File: src/include/axi_sram_cfg.svh
// Bus and memory sizing macros for the AXI SRAM slave, include wherever a width is needed
`ifndef AXI_SRAM_CFG_SVH
`define AXI_SRAM_CFG_SVH

// Bus widths
`define AXI_SRAM_DATA_W 64
`define AXI_SRAM_ADDR_W 32
`define AXI_SRAM_ID_W   4

// Memory bank size in 64-bit words
`define AXI_SRAM_DEPTH  1024

// log2 of the depth
`define AXI_SRAM_IDX_W  10

`endif

File: src/logic/axi_bus_pkg.sv
// AXI4 channel field types and controller state encodings, referenced by scoped names
`include "axi_sram_cfg.svh"

package axi_bus_pkg;

  typedef logic [`AXI_SRAM_ADDR_W-1:0] axi_addr_t;
  typedef logic [`AXI_SRAM_ID_W-1:0]   axi_id_t;
  typedef logic [7:0]                  axi_len_t;
  typedef logic [2:0]                  axi_size_t;
  typedef logic [1:0]                  axi_resp_t;

  // ------------------------------
  // Response codes
  localparam axi_resp_t RESP_OKAY   = 2'b00;
  localparam axi_resp_t RESP_SLVERR = 2'b10;

  // ------------------------------
  // Channel state machines
  typedef enum logic [0:0] {
    RD_IDLE,
    RD_BURST
  } rd_state_e;

  typedef enum logic [1:0] {
    WR_IDLE,
    WR_DATA,
    WR_RESP
  } wr_state_e;

endpackage

File: src/logic/sram_mem_pkg.sv
// Memory-side word, strobe and index types plus address helpers for the SRAM bank
`include "axi_sram_cfg.svh"

package sram_mem_pkg;

  typedef logic [`AXI_SRAM_DATA_W-1:0]   mem_word_t;
  typedef logic [`AXI_SRAM_DATA_W/8-1:0] mem_strb_t;
  typedef logic [`AXI_SRAM_IDX_W-1:0]    mem_idx_t;

  // Byte offset bits within one word
  localparam int unsigned OFFS_W     = $clog2(`AXI_SRAM_DATA_W / 8);
  localparam int unsigned BEAT_BYTES = `AXI_SRAM_DATA_W / 8;

  function automatic mem_idx_t addr_to_idx(input logic [`AXI_SRAM_ADDR_W-1:0] addr);
    return addr[OFFS_W +: `AXI_SRAM_IDX_W];
  endfunction

  // All bits above the word index must be zero
  function automatic logic addr_in_range(input logic [`AXI_SRAM_ADDR_W-1:0] addr);
    return addr[`AXI_SRAM_ADDR_W-1:`AXI_SRAM_IDX_W+OFFS_W] == '0;
  endfunction

endpackage

File: src/logic/axi_sram_wr_ctrl.sv
// AXI4 write channel controller, writes W beats into the bank and returns one B per burst
`timescale 1ns/1ps

module axi_sram_wr_ctrl (
  input  logic                    i_aclk,
  input  logic                    i_rst_n,

  // Write address channel
  input  axi_bus_pkg::axi_id_t    i_awid,
  input  axi_bus_pkg::axi_addr_t  i_awaddr,
  input  axi_bus_pkg::axi_len_t   i_awlen,
  input  axi_bus_pkg::axi_size_t  i_awsize,
  input  logic                    i_awvalid,
  output logic                    o_awready,

  // Write data channel
  input  sram_mem_pkg::mem_word_t i_wdata,
  input  sram_mem_pkg::mem_strb_t i_wstrb,
  input  logic                    i_wlast,
  input  logic                    i_wvalid,
  output logic                    o_wready,

  // Write response channel
  output axi_bus_pkg::axi_id_t    o_bid,
  output axi_bus_pkg::axi_resp_t  o_bresp,
  output logic                    o_bvalid,
  input  logic                    i_bready,

  // Bank write port
  output logic                    o_wr_en,
  output sram_mem_pkg::mem_idx_t  o_wr_idx,
  output sram_mem_pkg::mem_word_t o_wr_data,
  output sram_mem_pkg::mem_strb_t o_wr_strb
);

  localparam axi_bus_pkg::axi_size_t FULL_SIZE =
    axi_bus_pkg::axi_size_t'(sram_mem_pkg::OFFS_W);

  axi_bus_pkg::wr_state_e state_q;
  axi_bus_pkg::axi_id_t   id_q;
  axi_bus_pkg::axi_len_t  len_q;
  axi_bus_pkg::axi_len_t  beat_q;
  axi_bus_pkg::axi_addr_t addr_q;
  logic                   err_q;
  logic                   bvalid_q;

  logic                   aw_fire;
  logic                   w_fire;
  logic                   b_fire;
  logic                   beat_ok;

  assign aw_fire = i_awvalid && o_awready;
  assign w_fire  = i_wvalid && o_wready;
  assign b_fire  = o_bvalid && i_bready;

  assign beat_ok = sram_mem_pkg::addr_in_range(addr_q);

  // ------------------------------
  // Bank write, committed on the W handshake edge
  assign o_wr_en   = w_fire && beat_ok;
  assign o_wr_idx  = sram_mem_pkg::addr_to_idx(addr_q);
  assign o_wr_data = i_wdata;
  assign o_wr_strb = i_wstrb;

  always_ff @(posedge i_aclk or negedge i_rst_n) begin
    if (!i_rst_n) begin
      state_q  <= axi_bus_pkg::WR_IDLE;
      beat_q   <= '0;
      err_q    <= 1'b0;
      bvalid_q <= 1'b0;
    end else begin
      case (state_q)
        axi_bus_pkg::WR_IDLE: begin
          if (aw_fire) begin
            state_q <= axi_bus_pkg::WR_DATA;
            beat_q  <= '0;
            err_q   <= 1'b0;
          end
        end
        axi_bus_pkg::WR_DATA: begin
          if (w_fire) begin
            beat_q <= beat_q + 8'd1;
            // Sticky over the whole burst
            err_q  <= err_q || !beat_ok;
            if (i_wlast) begin
              state_q  <= axi_bus_pkg::WR_RESP;
              bvalid_q <= 1'b1;
            end
          end
        end
        axi_bus_pkg::WR_RESP: begin
          if (b_fire) begin
            state_q  <= axi_bus_pkg::WR_IDLE;
            bvalid_q <= 1'b0;
          end
        end
        default: state_q <= axi_bus_pkg::WR_IDLE;
      endcase
    end
  end

  // Burst payload, address steps one word per beat
  always_ff @(posedge i_aclk) begin
    if (aw_fire) begin
      id_q   <= i_awid;
      len_q  <= i_awlen;
      addr_q <= i_awaddr;
    end else if (w_fire) begin
      addr_q <= addr_q + axi_bus_pkg::axi_addr_t'(sram_mem_pkg::BEAT_BYTES);
    end
  end

  assign o_awready = (state_q == axi_bus_pkg::WR_IDLE);
  assign o_wready  = (state_q == axi_bus_pkg::WR_DATA);
  assign o_bvalid  = bvalid_q;
  assign o_bid     = id_q;
  assign o_bresp   = err_q ? axi_bus_pkg::RESP_SLVERR : axi_bus_pkg::RESP_OKAY;

  // ------------------------------
  // Master must close the burst on beat AWLEN
  a_wlast_beat : assert property (@(posedge i_aclk) disable iff (!i_rst_n)
    w_fire |-> (i_wlast == (beat_q == len_q)));

  a_awsize_full : assert property (@(posedge i_aclk) disable iff (!i_rst_n)
    aw_fire |-> i_awsize == FULL_SIZE);

endmodule

File: config.mk
export PLATFORM = sky130hd
export DESIGN_NAME = axi_sram_wr_ctrl
export DESIGN_NICKNAME = d
export VERILOG_FILES = /design/src/logic/axi_bus_pkg.sv /design/src/logic/sram_mem_pkg.sv /design/src/logic/axi_sram_wr_ctrl.sv
export VERILOG_INCLUDE_DIRS = /design/src /design/src/include
export SDC_FILE = /design/constraint.sdc
export NUM_CORES = 1
export LEC_CHECK = 0
export BUFFER_PORTS_ARGS = -buffer_cell sky130_fd_sc_hd__buf_2
export CAP_MARGIN = 40
export CORE_UTILIZATION = 36
export DETAILED_ROUTE_END_ITERATION = 16
export GPL_TIMING_DRIVEN = 0
export PLACE_DENSITY = 0.77
export REMOVE_ABC_BUFFERS = 1
export SETUP_SLACK_MARGIN = 0.2
export SLEW_MARGIN = 25
export SYNTH_ARGS = -nofsm -noshare
export SYNTH_HDL_FRONTEND = slang
export SYNTH_SLANG_ARGS = --single-unit
File: constraint.sdc
create_clock -name i_aclk -period 2.3 [get_ports i_aclk]
set_input_delay 0.46 -clock i_aclk [delete_from_list [all_inputs] [get_ports i_aclk]]
set_output_delay 0.46 -clock i_aclk [all_outputs]
set_load 0.02 [all_outputs]
==> flow_summary.toml <==
[final_layout]
antennaDiodeCount = 0
area_growth_pct = 7.65
final_cell_mix = "buf_2, nor2_1, edfxtp_1"
drive_gt1_share_pct = 36.3
num-nets-final = 436
final_common_cell = "buf_2"
finalNonFillerCells = 410
fill_cells = 724

[clock_tree]
clk_pin_slew_ns = 0.08
cts_tree = "yes"
clockBufferDepth = 2
cts_max_level = 2
cts-buffers-inserted = 5
clock-root-buffer = "clkbuf_8"
clock_sinks = 37
clock_latency_ns = 0.30

[sta]
fin_ws_ns = 0.153
setup_viol = 0
worst_slew_pin_slew_ns = 0.733
skew_ns = 0.00984
finalCritPeriodShare_pct = 93.3
slew_headroom_pct = 50.9
min_period_ns = 2.15
final_hold_viol_count = 0
rsz0062_at_grt = "yes"
finalMaxSlewViolations = 0
tns_ns = 0
max_freq_mhz = 466

[logic_synthesis]
ys_seq_area_share_pct = 39.5
synth_cell_types = 32
synth-seq-cells = 37
synth_warnings = 0
synth_cells = 308
syn_avg_cell_area_um2 = 8.97
syn_area_um2 = 2760

[die]
num_rows = 31
io_pins = 217
start_util_pct = 37.7
fp.dieH_um = 89.6
die_x_um = 89.6
die-area_um2 = 8030
core-area_um2 = 7330

[place]
dp_cells = 368
io_buffers = 57
dp_hpwl_um = 10100
gp_congestion = 0.913
preCtsSetupSlack_ns = -0.188

[setup_path]
worstPathRequired_ns = 2.45
cp-start-kind = "flip-flop"
crit_type = "reg -> reg"
crit_path_end_kind = "flip-flop"
cp.arrival_ns = 2.30
cp_max_fo = 5

[global_routing]
antenna_found_initial = 0
grt_pass1_vias = 1868
globalRouteOverflowTotal = 0
grt_max_degree = 32
grt_pass1_wl_um = 15000
track_usage_pct = 29.2

[detailed_routing]
routed_wirelength_um = 12300
drc = 0
routed-wl-met2_um = 5790
ant_nets = 0
wl_met3_um = 2910
drt-met1-wl_um = 2590
first_iter_violations = 157
wl_per_cell_um = 30.0
vias = 2276
top_layer = "met5"
vias_per_cell = 5.55
drt-pass1-iter-count = 4

[power_and_ir_drop]
vdd_drop_max_mv = 0.715
p_leak_nw = 1.12
power_density_nw_per_um2 = 1400

[worst_hold_path]
hp-class = "in -> reg"

[run]
maxCapViolCount = 0

[run_status]
status = "completed"
==> final cells by class <==
type,count,area (µm²),area share [%]
Clock inverter,3,65.1,2.19
Timing Repair Buffer,90,556,18.7
Tap cell,99,124,4.16
Clock buffer,5,68.8,2.31
Inverter,6,22.5,0.757
Sequential cell,37,1090,36.7
Multi-Input combinational cell,170,1050,35.2
==> path summary, 6_finish.rpt <==
check	startpoint	end	slack, ns	cells past startpoint
worst max-delay path	addr_q[14]$_DFFE_PP_	addr_q[24]$_DFFE_PP_	0.15	5
worst min-delay path	i_awid[1]	o_bid[1]$_DFFE_PP_	0.33	1
worst max register to register	addr_q[14]$_DFFE_PP_	addr_q[24]$_DFFE_PP_	0.15	5
worst min register to register	err_q$_DFFE_PN0P_	err_q$_DFFE_PN0P_	0.52	2
max in group asynchronous	i_rst_n	err_q$_DFFE_PN0P_	1.69	2
min in group asynchronous	i_rst_n	state_q[0]$_DFFE_PN0P_	0.49	2
==> cell usage after synthesis <==
master,number,area [µm²]
nor4_1,8,50.1
and2_1,1,6.26
buf_2,1,5.00
xor2_1,2,17.5
or4_1,9,67.6
nand4_2,1,12.5
inv_1,6,22.5
conb_1,1,3.75
or3_2,1,7.51
mux2_2,1,11.3
o21ai_0,7,35.0
o31ai_1,7,52.6
nand2_1,16,60.1
nand3_1,10,50.1
buf_6,2,22.5
buf_4,84,631
or3_1,6,37.5
o21bai_1,1,7.51
buf_1,2,7.51
clkbuf_1,8,30.0
and4_1,2,17.5
nor3_1,4,20.0
a21oi_1,17,85.1
and3_1,2,12.5
dfrtp_1,4,100
ha_1,1,12.5
nand4_1,10,62.6
a31oi_1,13,81.3
edfxtp_1,33,991
xnor2_1,12,105
nor2_1,35,131
nor2b_1,1,6.26
==> through the flow <==
| stage | power [mW] | util (%) | hold WS (ns) | instance area (µm²) |
|---|---|---|---|---|
| after floorplan | 2.52 | - | 0.164 | 2070 |
| after global placement | 2.92 | 33.8 | 0.269 | 2480 |
| after detailed placement | 3.02 | 34.2 | 0.273 | 2510 |
| after CTS | 3.83 | 37.4 | 0.331 | 2740 |
| after global routing | 4.43 | 40.6 | 0.328 | 2970 |
| final | 4.17 | 40.6 | 0.335 | 2970 |
==> per-layer routing <==
layer | track usage (%) | vias up
li1 | - | 1020
met1 | 18.5 | 1028
met2 | 47.4 | 182
met4 | 20.3 | 4
met3 | 29.8 | 42
met5 | 12.3 | -
==> report_power, final <==
group          switching, mW  internal, mW
logic                   1.06         0.835
clock network          0.249         0.431
registers              0.357          1.24
total                   1.67          2.50
==> cells by family (layout without fill, tap and decap cells) <==
| family | Yosys count | count (layout) | share of synthesized area (%) |
|---|---|---|---|
| flops | 37 | 37 | 39.5 |
| buf+inv | 103 | 104 | 26.0 |
| mux | 1 | 1 | 0.408 |
| fa+ha+maj | 1 | 1 | 0.453 |
| other cells | 1 | 1 | 0.136 |
| xor+xnor | 14 | 14 | 4.44 |
| compound gates | 45 | 45 | 9.47 |
| simple gates | 106 | 108 | 19.6 |
==> sequential cells by signal (all words and copies together) (netlist names) <==
name and count:
o_bvalid 1, err_q 1, addr_q 29, state_q 2, o_bid 4
==> timing repair <==
item | CTS | global route
endpoints found under the hold margin | 4 | 0
pin swaps | 2 | 16
gates resized for setup | 6 | 8
hold buffers | 1 | 0
setup buffers | 7 | 24
endpoints found under the setup margin | 15 | 14
gates cloned | 1 | 1
==> critical path, stage by stage, from the launching register on <==
cell	delay [ns]
edfxtp_1	0.46
nand4_1	0.19
buf_4	0.20
or4_4	0.53
or4_1	0.48
a31oi_1	0.16
No activity file was read; power rests on OpenSTA's default activity.
