**config.mk**
```make
export PLATFORM = sky130hd
export DESIGN_NAME = axi_sram_rd_ctrl
export DESIGN_NICKNAME = d
export VERILOG_FILES = /design/src/logic/axi_bus_pkg.sv /design/src/logic/sram_mem_pkg.sv /design/src/logic/axi_sram_rd_ctrl.sv
export VERILOG_INCLUDE_DIRS = /design/src /design/src/include
export SDC_FILE = /design/constraint.sdc
export NUM_CORES = 1
export LEC_CHECK = 0
export BUFFER_PORTS_ARGS = -buffer_cell sky130_fd_sc_hd__clkbuf_2
export CAP_MARGIN = 10
export CELL_PAD_IN_SITES_DETAIL_PLACEMENT = 0
export CELL_PAD_IN_SITES_GLOBAL_PLACEMENT = 1
export CORE_MARGIN = 3
export CORE_UTILIZATION = 33
export DETAILED_ROUTE_END_ITERATION = 16
export MAX_ROUTING_LAYER = met4
export PLACE_DENSITY_LB_ADDON = 0.1
export SETUP_SLACK_MARGIN = 0.02
export SYNTH_ARGS = -nofsm -noshare
export SYNTH_HDL_FRONTEND = slang
export SYNTH_SLANG_ARGS = --single-unit
export TNS_END_PERCENT = 100
```
**constraint.sdc**
```tcl
create_clock -name i_aclk -period 3.1 [get_ports i_aclk]
set_input_delay 0.62 -clock i_aclk [delete_from_list [all_inputs] [get_ports i_aclk]]
set_output_delay 0.62 -clock i_aclk [all_outputs]
set_load 0.02 [all_outputs]
```
**src/include/axi_sram_cfg.svh**
```systemverilog
// Bus and memory sizing macros for the AXI SRAM slave, include wherever a width is needed
`ifndef AXI_SRAM_CFG_SVH
`define AXI_SRAM_CFG_SVH

// Bus widths
`define AXI_SRAM_DATA_W 64
`define AXI_SRAM_ADDR_W 32
`define AXI_SRAM_ID_W   4

// Memory bank size in 64-bit words
`define AXI_SRAM_DEPTH  1024

// log2 of the depth
`define AXI_SRAM_IDX_W  10

`endif

```
**src/logic/axi_bus_pkg.sv**
```systemverilog
// AXI4 channel field types and controller state encodings, referenced by scoped names
`include "axi_sram_cfg.svh"

package axi_bus_pkg;

  typedef logic [`AXI_SRAM_ADDR_W-1:0] axi_addr_t;
  typedef logic [`AXI_SRAM_ID_W-1:0]   axi_id_t;
  typedef logic [7:0]                  axi_len_t;
  typedef logic [2:0]                  axi_size_t;
  typedef logic [1:0]                  axi_resp_t;

  // ------------------------------
  // Response codes
  localparam axi_resp_t RESP_OKAY   = 2'b00;
  localparam axi_resp_t RESP_SLVERR = 2'b10;

  // ------------------------------
  // Channel state machines
  typedef enum logic [0:0] {
    RD_IDLE,
    RD_BURST
  } rd_state_e;

  typedef enum logic [1:0] {
    WR_IDLE,
    WR_DATA,
    WR_RESP
  } wr_state_e;

endpackage

```
**src/logic/sram_mem_pkg.sv**
```systemverilog
// Memory-side word, strobe and index types plus address helpers for the SRAM bank
`include "axi_sram_cfg.svh"

package sram_mem_pkg;

  typedef logic [`AXI_SRAM_DATA_W-1:0]   mem_word_t;
  typedef logic [`AXI_SRAM_DATA_W/8-1:0] mem_strb_t;
  typedef logic [`AXI_SRAM_IDX_W-1:0]    mem_idx_t;

  // Byte offset bits within one word
  localparam int unsigned OFFS_W     = $clog2(`AXI_SRAM_DATA_W / 8);
  localparam int unsigned BEAT_BYTES = `AXI_SRAM_DATA_W / 8;

  function automatic mem_idx_t addr_to_idx(input logic [`AXI_SRAM_ADDR_W-1:0] addr);
    return addr[OFFS_W +: `AXI_SRAM_IDX_W];
  endfunction

  // All bits above the word index must be zero
  function automatic logic addr_in_range(input logic [`AXI_SRAM_ADDR_W-1:0] addr);
    return addr[`AXI_SRAM_ADDR_W-1:`AXI_SRAM_IDX_W+OFFS_W] == '0;
  endfunction

endpackage

```
**src/logic/axi_sram_rd_ctrl.sv**
```systemverilog
// AXI4 read channel controller, turns AR bursts into bank reads and R beats
`timescale 1ns/1ps

module axi_sram_rd_ctrl (
  input  logic                    i_aclk,
  input  logic                    i_rst_n,

  // Read address channel
  input  axi_bus_pkg::axi_id_t    i_arid,
  input  axi_bus_pkg::axi_addr_t  i_araddr,
  input  axi_bus_pkg::axi_len_t   i_arlen,
  input  axi_bus_pkg::axi_size_t  i_arsize,
  input  logic                    i_arvalid,
  output logic                    o_arready,

  // Read data channel
  output axi_bus_pkg::axi_id_t    o_rid,
  output axi_bus_pkg::axi_resp_t  o_rresp,
  output logic                    o_rlast,
  output logic                    o_rvalid,
  input  logic                    i_rready,

  // Bank read port
  output logic                    o_rd_en,
  output sram_mem_pkg::mem_idx_t  o_rd_idx,
  input  sram_mem_pkg::mem_word_t i_rd_data,
  output sram_mem_pkg::mem_word_t o_rdata
);

  localparam axi_bus_pkg::axi_size_t FULL_SIZE =
    axi_bus_pkg::axi_size_t'(sram_mem_pkg::OFFS_W);

  axi_bus_pkg::rd_state_e state_q;
  axi_bus_pkg::axi_id_t   id_q;
  axi_bus_pkg::axi_len_t  len_q;
  axi_bus_pkg::axi_len_t  beat_q;
  axi_bus_pkg::axi_addr_t addr_q;
  logic                   issue_done_q;
  logic                   rvalid_q;
  logic                   rerr_q;
  logic                   rlast_q;

  logic                   ar_fire;
  logic                   r_fire;
  logic                   issue;
  logic                   issue_last;
  logic                   issue_ok;
  axi_bus_pkg::axi_addr_t issue_addr;
  axi_bus_pkg::axi_len_t  issue_beat;

  assign ar_fire = i_arvalid && o_arready;
  assign r_fire  = o_rvalid && i_rready;

  // ------------------------------
  // Beat issue
  // Beat 0 goes out with the AR handshake, later beats when the R slot frees up
  always_comb begin
    if (state_q == axi_bus_pkg::RD_IDLE) begin
      issue      = ar_fire;
      issue_addr = i_araddr;
      issue_beat = '0;
      issue_last = (i_arlen == '0);
    end else begin
      issue      = !issue_done_q && (!rvalid_q || r_fire);
      issue_addr = addr_q;
      issue_beat = beat_q;
      issue_last = (beat_q == len_q);
    end
  end

  assign issue_ok = sram_mem_pkg::addr_in_range(issue_addr);
  assign o_rd_en  = issue && issue_ok;
  assign o_rd_idx = sram_mem_pkg::addr_to_idx(issue_addr);

  // ------------------------------
  // Control state
  always_ff @(posedge i_aclk or negedge i_rst_n) begin
    if (!i_rst_n) begin
      state_q      <= axi_bus_pkg::RD_IDLE;
      beat_q       <= '0;
      issue_done_q <= 1'b0;
      rvalid_q     <= 1'b0;
      rerr_q       <= 1'b0;
      rlast_q      <= 1'b0;
    end else begin
      case (state_q)
        axi_bus_pkg::RD_IDLE: begin
          if (ar_fire) begin
            state_q <= axi_bus_pkg::RD_BURST;
          end
        end
        axi_bus_pkg::RD_BURST: begin
          if (r_fire && rlast_q) begin
            state_q <= axi_bus_pkg::RD_IDLE;
          end
        end
        default: state_q <= axi_bus_pkg::RD_IDLE;
      endcase

      if (issue) begin
        beat_q       <= issue_beat + 8'd1;
        issue_done_q <= issue_last;
        rerr_q       <= !issue_ok;
        rlast_q      <= issue_last;
        rvalid_q     <= 1'b1;
      end else if (r_fire) begin
        rvalid_q     <= 1'b0;
      end
    end
  end

  // Burst payload
  always_ff @(posedge i_aclk) begin
    if (ar_fire) begin
      id_q  <= i_arid;
      len_q <= i_arlen;
    end
    if (issue) begin
      addr_q <= issue_addr + axi_bus_pkg::axi_addr_t'(sram_mem_pkg::BEAT_BYTES);
    end
  end

  assign o_arready = (state_q == axi_bus_pkg::RD_IDLE);
  assign o_rvalid  = rvalid_q;
  assign o_rid     = id_q;
  assign o_rlast   = rlast_q;
  assign o_rresp   = rerr_q ? axi_bus_pkg::RESP_SLVERR : axi_bus_pkg::RESP_OKAY;
  // Out-of-range beats read as zero
  assign o_rdata   = rerr_q ? '0 : i_rd_data;

  // ------------------------------
  // Only full-width beats are supported
  a_arsize_full : assert property (@(posedge i_aclk) disable iff (!i_rst_n)
    ar_fire |-> i_arsize == FULL_SIZE);

  // Stalled beat keeps its data across the bank read register
  a_rdata_hold : assert property (@(posedge i_aclk) disable iff (!i_rst_n)
    o_rvalid && !i_rready |=> o_rvalid && $stable(o_rdata));

endmodule

```
==> results.py, run 1 <==
metrics = {
    "clock_tree": {
        "htree_levels": 2,
        "clock_latency_ps": 300,
        "cts_resized": 0,
        "cts_buffers": 5,
        "post_cts_buffers": 0,
        "clkTransAtPathRegs_ps": 80,
        "tritoncts": "yes",
        "cts.hold.buffers_added": 0,
        "cts.sinks": 53,
        "clockRootBuffer": "clkbuf_16",
        "clockBufferDepth": 2,
    },
    "floorplanning": {
        "coreArea_um2": 10900,
        "die_area_um2": 12600,
        "start_util": 0.341,
        "boundaryPins": 199,
        "row_count": 38,
        "die-width_um": 112,
        "chipHeight_um": 112,
    },
    "route": {
        "wl_per_cell_um": 16.8,
        "drtIter0Drc": 139,
        "viasPerCell": 4.92,
        "drc": 0,
        "wirelength_um": 11800,
        "drtAntennaViolNets": 0,
        "vias": 3454,
        "first_pass_iters": 4,
    },
    "power_and_ir_drop": {
        "totalPowerFinal_mw": 3.81,
        "power_density_nw_per_um2": 763,
        "p_leak_nw": 2.23,
        "ir_drop_mv": 0.416,
    },
    "timing": {
        "rsz0062_at_grt": "false",
        "hold_violations": 0,
        "worstMarginPinSlew_ps": 1040,
        "min_period_ps": 2880,
        "post-route-period-util": 0.930,
        "drv_slew": 0,
        "fmax_mhz": 347,
        "fin_setup_tns_ps": 0,
        "relSlewSlack": 0.309,
        "clock_skew_ps": 8.80,
        "setup_violations": 0,
    },
    "setup_path": {
        "cp_max_fo": 43,
        "rr_worst_depth": 6,
        "cp_data_required_time_ps": 2480,
        "start_kind": "flop",
        "r2r_end": "addr_q[26]",
        "timing.rr.start": "state_q",
        "crit_type": "reg -> out",
        "endpoint_kind": "primary output",
        "arrival_ps": 2260,
        "ff2ff_setup_slack_ps": 740,
    },
    "yosys": {
        "yosysTopAreaCell": "edfxtp_1",
        "yosys-top-cells-area": "edfxtp_1 (33%), nor2b_1 (11%), dfrtp_1 (8.0%)",
        "synthCells": 373,
        "ys.flop_type": "edfxtp_1",
        "synthesis.area_um2": 3730,
        "synthTopCellsByCount": "nor2b_1 (67), edfxtp_1 (41), nand2_1 (29)",
        "synth_nets": 490,
        "synth_edf_count": 41,
        "yosysUniqueCellTypes": 50,
        "netlist.area_leader.share": 0.330,
        "synthArstFlopShare": 0.226,
        "syn_area_per_cell_um2": 10.0,
        "yosysWarnings": 0,
        "yosysMostFrequentCell": "nor2b_1",
        "ys_ff_latch": 53,
        "ys_seq_area_frac": 0.410,
    },
    "global_routing": {
        "overflow": 0,
        "grt_pass1_vias": 3478,
        "antenna_found_initial": 0,
        "grt_pass1_wl_um": 18200,
        "grt_max_degree": 67,
        "grt_use_total": 0.186,
    },
    "cells_and_area": {
        "fin_nets": 678,
        "nFillCells": 1078,
        "regArea_um2": 1530,
        "multi_input_area_um2": 2060,
        "stdcell_area_um2": 4990,
        "final_core_util": 0.456,
        "drive_gt1_frac": 0.422,
        "area_growth_pct": 33.6,
        "n_antenna_cell": 0,
    },
    "place": {
        "dpl_cell_area_um2": 4820,
        "port_buffers": 191,
        "hpwlAfterDp_um": 9480,
        "place_congestion": 0.784,
    },
    "flow_run": {
        "maxCapViolCount": 0,
    },
    "run_status": {
        "status": "finished, final reports clean",
    },
    "worst_hold_path": {
        "hold_class": "in -> async",
    },
}
==> worst max-delay path by stage <==
stage / from / end / depth (start not counted) / slack (ps)
after floorplan: state_q / o_rd_en / 7 / 340
after global placement: state_q / o_rd_en / 7 / 480
after detailed placement: state_q / o_rd_en / 7 / 500
after CTS: state_q / o_rd_en / 7 / 160
after global routing: state_q / o_rd_en / 5 / 70
final: state_q / o_rd_en / 5 / 220
==> registers in the layout, indices dropped and copies added, names as in the netlist <==
name      cells
addr_q       29
beat_q        8
len_q         8
o_rid         4
o_rlast       1
o_rvalid      1
rerr_q        1
state_q       1
==> through the flow <==
stage	hold WS [ps]	setup slack (ps)	cells
finish	195	216	702
global route	210	73.9	702
CTS	206	158	700
detailed placement	533	496	692
global placement	544	481	692
floorplan	324	336	373
==> layout make-up <==
class	instances	area share
inverters	11	0.00828
multi-input cells	292	0.413
repair buffers	198	0.205
clock buffers	5	0.0251
flip-flops and latches	53	0.308
clock inverters	3	0.00577
well taps	140	0.0351
==> power by group <==
part / internal (mW) / switching (mW)
sequential: 1.20 / 0.283
clock: 0.310 / 0.287
combinational: 0.721 / 1.00
total: 2.23 / 1.57
==> cell families after synthesis <==
kind of cell    synth area share
fa+ha+maj                0.00670
compound gates            0.0566
simple gates               0.318
flops                      0.410
mux                       0.0757
xor+xnor                  0.0938
other cells              0.00100
buf+inv                   0.0375
==> critical path, cell delays in order (launching register included) <==
cell and delay [ps]:
dfrtp_2 540, buf_12 250, mux2i_1 500, nand2_1 120, a221oi_2 300, clkbuf_2 240
==> routing by layer <==
layer,global-route usage,wire (um),up-vias
li1,-,-,1697
met1,0.210,4830,1614
met2,0.333,6040,129
met3,0.0361,667,14
met4,0.0577,257,0
met5,-,0,-
==> placed cells by master, fill, tap and decap left out, drive strengths merged, types with 2 or more instances in the layout <==
cell type / instances
mux2: 7
buf: 7
nand2: 30
xor2: 20
nand3b: 9
clkbuf: 196
mux2i: 20
a22oi: 5
a221oi: 2
nand4b: 6
a21oi: 7
and3: 2
nor2b: 67
nand3: 21
ha: 2
nand4: 14
nor2: 17
edfxtp: 41
nor3: 10
dfrtp: 12
inv: 13
nand2b: 3
o21ai: 6
xnor2: 20
nor4: 11
and2: 2
No activity file was read; power rests on OpenSTA's default activity.
==> run 2: changes to the inputs <==
--- a/config.mk
+++ b/config.mk
@@ -11,10 +11,11 @@
 export CELL_PAD_IN_SITES_DETAIL_PLACEMENT = 0
 export CELL_PAD_IN_SITES_GLOBAL_PLACEMENT = 1
 export CORE_MARGIN = 3
-export CORE_UTILIZATION = 33
+export CORE_UTILIZATION = 30
 export DETAILED_ROUTE_END_ITERATION = 16
 export MAX_ROUTING_LAYER = met4
 export PLACE_DENSITY_LB_ADDON = 0.1
+export RECOVER_POWER = 50
 export SETUP_SLACK_MARGIN = 0.02
 export SYNTH_ARGS = -nofsm -noshare
 export SYNTH_HDL_FRONTEND = slang
==> constraint.sdc (replaced) <==
create_clock -name i_aclk -period 2.6 [get_ports i_aclk]
set_input_delay 0.52 -clock i_aclk [delete_from_list [all_inputs] [get_ports i_aclk]]
set_output_delay 0.52 -clock i_aclk [all_outputs]
set_load 0.02 [all_outputs]
==> run 2 against run 1 <==
  * Register-to-register slack got worse by 520 ps
  * Clock skew is 4.9 ps lower
  * Clock-buffer cell count unchanged
  * Flip-flop and latch count stayed put
  * Largest cell class unchanged
  * Final cell count is 6.0% higher
==> results.py, run 2 (synthesis results as in run 1) <==
metrics = {
    "clock_tree": {
        "clockBufferDepth": 2,
        "clkTransAtPathRegs_ps": 70,
        "cts_buffers": 5,
        "clockRootBuffer": "clkbuf_16",
        "htree_levels": 2,
        "cts.sinks": 53,
        "tritoncts": "yes",
        "clock_latency_ps": 300,
    },
    "cells_and_area": {
        "stdcell_area_um2": 5090,
        "final_common_cell": "clkbuf_2",
        "fin_nets": 692,
        "n_antenna_cell": 0,
        "area_growth_pct": 36.3,
        "drive_gt1_frac": 0.345,
        "nFillCells": 1265,
        "top_register": "addr_q",
        "largestRegisters": "addr_q (29), beat_q (8), len_q (8)",
        "largest_register_ffs": 29,
        "instances_no_fill": 744,
        "layout_common_cells": "clkbuf_2 (144), nor2b_1 (67), clkbuf_1 (49)",
    },
    "route": {
        "first_pass_iters": 4,
        "viasPerCell": 4.77,
        "wirelength_um": 12700,
        "wl_per_cell_um": 17.0,
        "drtAntennaViolNets": 0,
        "vias": 3552,
        "drc": 0,
        "drtIter0Drc": 146,
    },
    "place": {
        "hpwlAfterDp_um": 10100,
        "dp_cells": 734,
        "port_buffers": 191,
        "place_congestion": 0.840,
        "dpl_cell_area_um2": 4990,
    },
    "power_and_ir_drop": {
        "clkPwrFrac": 0.145,
        "power_density_nw_per_um2": 907,
        "ir_drop_mv": 0.496,
        "p_sw_frac": 0.409,
        "power_switching_mw": 1.89,
        "internal-power_mw": 2.73,
        "p_comb_frac": 0.476,
        "p_leak_nw": 2.16,
        "totalPowerFinal_mw": 4.61,
        "p_seq_frac": 0.379,
    },
    "global_routing": {
        "grt_pass1_wl_um": 19500,
        "grt_max_degree": 36,
        "grt_pass1_vias": 3460,
        "overflow": 0,
        "grt_use_total": 0.183,
        "antenna_found_initial": 0,
    },
    "timing": {
        "drv_slew": 0,
        "setup_violations": 0,
        "hold_violations": 0,
        "fin_setup_tns_ps": 0,
        "post-route-period-util": 0.940,
        "clock_skew_ps": 3.87,
        "rsz0062_at_grt": "false",
        "whs_ps": 258,
        "worstMarginPinSlew_ps": 1030,
        "min_period_ps": 2440,
        "relSlewSlack": 0.315,
        "fmax_mhz": 409,
    },
    "floorplanning": {
        "chipHeight_um": 118,
        "row_count": 40,
        "start_util": 0.308,
        "die_area_um2": 13800,
        "boundaryPins": 199,
        "die-width_um": 118,
        "coreArea_um2": 12100,
    },
    "run_status": {
        "status": "finished, final reports clean",
    },
    "setup_path": {
        "ff2ff_setup_slack_ps": 220,
        "cp_num_buf_inv": 2,
        "endpoint_kind": "primary output",
        "cp_data_required_time_ps": 2080,
        "cp_max_fo": 17,
        "start_kind": "flop",
        "crit_type": "reg -> out",
        "cp_cell_sequence": "buf_12, nor4_1, nand4_1, a221oi_4, buf_6",
        "cp_slowest_cell": "dfrtp_2",
        "arrival_ps": 1920,
        "critPathMaxStageDelay_ps": 440,
        "crit_family": "simple AND/OR/NAND/NOR gates",
    },
    "flow_run": {
        "maxCapViolCount": 0,
    },
    "worst_hold_path": {
        "hold_class": "in -> async",
    },
}
## run 2: layout make-up
type / count / area (um2) / share of cell area
sequential: 53 / 1530 / 0.301
inverter: 11 / 43.8 / 0.00860
clock inverter: 3 / 17.5 / 0.00344
clock buffer: 5 / 125 / 0.0246
tap: 168 / 210 / 0.0413
multi-input combinational: 292 / 2070 / 0.407
timing repair buffer: 212 / 1090 / 0.214
## run 2: final timing paths
check	from	cells past startpoint	to
setup reg to reg	state_q	7	addr_q[25]
hold / removal	i_rst_n	1	o_rlast
min in group i_aclk	i_arid[1]	1	o_rid[1]
max in group asynchronous	i_rst_n	1	state_q
hold reg to reg	beat_q[1]	2	beat_q[1]
setup / recovery	state_q	5	o_rd_en
## run 2: power by group through the flow
stage / clock (mW) / combinational (mW) / sequential, mW
5_1_grt: 0.720 / 2.43 / 1.81
2_1_floorplan: 0 / 1.56 / 1.69
4_1_cts: 0.698 / 2.25 / 1.75
3_3_place_gp: 0 / 2.17 / 1.79
6_report: 0.669 / 2.20 / 1.75
3_5_place_dp: 0 / 2.19 / 1.80
## run 2: worst reg2reg max path, cell delays in order, from the launching register on
cell and delay (ps):
dfrtp_2 440, buf_4 190, buf_4 200, mux2i_2 230
a211oi_4 490, nand4_1 300, nor2_1 190, xnor2_1 80
## run 2: what timing repair did
item | in CTS | in global routing
buffers inserted | 2 | 0
hold buffers | 0 | 0
pin swaps | 0 | 0
setup endpoints to repair | 1 | 1
gates resized for setup | 0 | 4
## run 2: per-layer routing
layer,vias up,part of all wire,global-route usage
met2,134,0.50,0.313
met1,1683,0.43,0.225
met3,10,0.057,0.0356
met4,0,0.012,0.0396
li1,1725,-,-
met5,-,0,-
## run 2: metrics by stage
stage               setup slack (ps)   util
floorplan                       27.3      -
finish                           157  0.420
CTS                             66.0  0.425
detailed placement               210  0.412
global route                    18.4  0.420
global placement                 222  0.412
==> run 3: changes to the inputs <==
--- a/config.mk
+++ b/config.mk
@@ -10,7 +10,7 @@
 export CAP_MARGIN = 10
 export CELL_PAD_IN_SITES_DETAIL_PLACEMENT = 0
 export CELL_PAD_IN_SITES_GLOBAL_PLACEMENT = 1
-export CORE_MARGIN = 3
+export CORE_MARGIN = 1
 export CORE_UTILIZATION = 30
 export DETAILED_ROUTE_END_ITERATION = 16
 export MAX_ROUTING_LAYER = met4
==> run 3 against run 2 <==
  * Worst setup slack got worse by 44 ps
  * Highest routed layer unchanged
  * Critical endpoint unchanged
  * Total power rose by 2.9%
  * Critical path type unchanged
  * Sequential share of layout area shrank 0.17 points
==> results.py, run 3 (synthesis results as in run 1) <==
metrics = {
    "clock_tree": {
        "cts.sinks": 53,
        "cts_buffers": 5,
        "clockBufferDepth": 2,
        "cts.hold.buffers_added": 0,
        "clock_latency_ps": 300,
        "clockRootBuffer": "clkbuf_16",
        "tritoncts": "yes",
        "htree_levels": 2,
        "clkTransAtPathRegs_ps": 70,
    },
    "timing": {
        "relSlewSlack": 0.528,
        "whs_ps": 242,
        "fin_setup_tns_ps": 0,
        "timing.final.ws_setup_ps": 113,
        "fmax_mhz": 402,
        "hold_violations": 0,
        "drv_slew": 0,
        "setup_violations": 0,
        "rsz0062_at_grt": "true",
        "clock_skew_ps": 6.48,
        "min_period_ps": 2490,
        "worstMarginPinSlew_ps": 708,
        "post-route-period-util": 0.957,
    },
    "place": {
        "dp_cells": 729,
        "dpl_cell_area_um2": 4940,
        "port_buffers": 191,
        "place_congestion": 0.803,
        "hpwlAfterDp_um": 9250,
        "post-place-ws_ps": 154,
    },
    "route": {
        "viasPerCell": 4.69,
        "drtIter0Drc": 188,
        "wl_per_cell_um": 15.6,
        "first_pass_iters": 4,
        "drtAntennaViolNets": 0,
        "drc": 0,
        "vias": 3487,
        "wirelength_um": 11600,
    },
    "power_and_ir_drop": {
        "totalPowerFinal_mw": 4.75,
        "ir_drop_mv": 0.547,
        "p_leak_nw": 2.15,
        "power_density_nw_per_um2": 928,
    },
    "flow_run": {
        "maxCapViolCount": 0,
    },
    "setup_path": {
        "cp_max_fo": 6,
        "ff2ff_setup_slack_ps": 290,
        "endpoint_kind": "primary output",
        "start_kind": "flop",
        "rr_worst_depth": 7,
        "cp_data_required_time_ps": 2080,
        "arrival_ps": 1970,
        "r2r_end": "addr_q[26]",
        "crit_type": "reg -> out",
        "timing.rr.start": "state_q",
    },
    "run_status": {
        "status": "finished, final reports clean",
    },
    "floorplanning": {
        "die_area_um2": 12900,
        "row_count": 40,
        "coreArea_um2": 12100,
        "die-width_um": 114,
        "chipHeight_um": 114,
        "start_util": 0.310,
        "boundaryPins": 199,
    },
    "global_routing": {
        "overflow": 0,
        "grt_pass1_wl_um": 18000,
        "grt_max_degree": 57,
        "grt_pass1_vias": 3390,
        "antenna_found_initial": 0,
        "grt_use_total": 0.185,
    },
    "cells_and_area": {
        "instances_no_fill": 743,
        "fin_nets": 691,
        "largest_register_ffs": 29,
        "largestRegisters": "addr_q (29), beat_q (8), len_q (8)",
        "nFillCells": 1248,
        "final_core_util": 0.424,
        "layout_common_cells": "clkbuf_2 (142), nor2b_1 (67), clkbuf_1 (52)",
        "regArea_um2": 1530,
        "multi_input_area_um2": 2090,
        "final_common_cell": "clkbuf_2",
        "top_register": "addr_q",
        "n_antenna_cell": 0,
        "area_growth_pct": 37.1,
        "stdcell_area_um2": 5120,
        "drive_gt1_frac": 0.346,
    },
    "worst_hold_path": {
        "hold_class": "in -> async",
    },
}
run 3: critical path, cell delays in order, from the launching register on:
cell and delay (ps):
dfrtp_2 460, clkinvlp_4 230, nor4_4 290, nand4_1 170
a221oi_4 350, buf_6 170
run 3: timing repair:
action	in CTS	in global routing
gates resized for setup	0	9
setup endpoints to repair	0	2
hold endpoints to repair	0	0
setup buffers	0	6
run 3: worst max path at each step:
stage,from,depth (start not counted),endpoint
final,state_q,5,o_rd_en
after global routing,state_q,5,o_rd_en
after CTS,state_q,5,o_rd_en
after detailed placement,state_q,9,addr_q[25]
after global placement,state_q,9,addr_q[25]
after floorplan,state_q,12,addr_q[23]
run 3: cell type report:
type / count / share of cell area
flip-flops and latches: 53 / 0.299
inverters: 11 / 0.00929
clock buffers: 6 / 0.0252
clock inverters: 2 / 0.00758
well taps: 168 / 0.0411
multi-input cells: 292 / 0.409
repair buffers: 211 / 0.208
run 3: metal layers:
metal | track usage | wire length, um
met1 | 0.218 | 4950
met3 | 0.0351 | 750
met5 | - | 0
met4 | 0.0456 | 134
met2 | 0.325 | 5770
run 3: power by group:
part	internal (mW)	switching [mW]
registers	1.44	0.339
logic	0.937	1.26
clock network	0.457	0.320
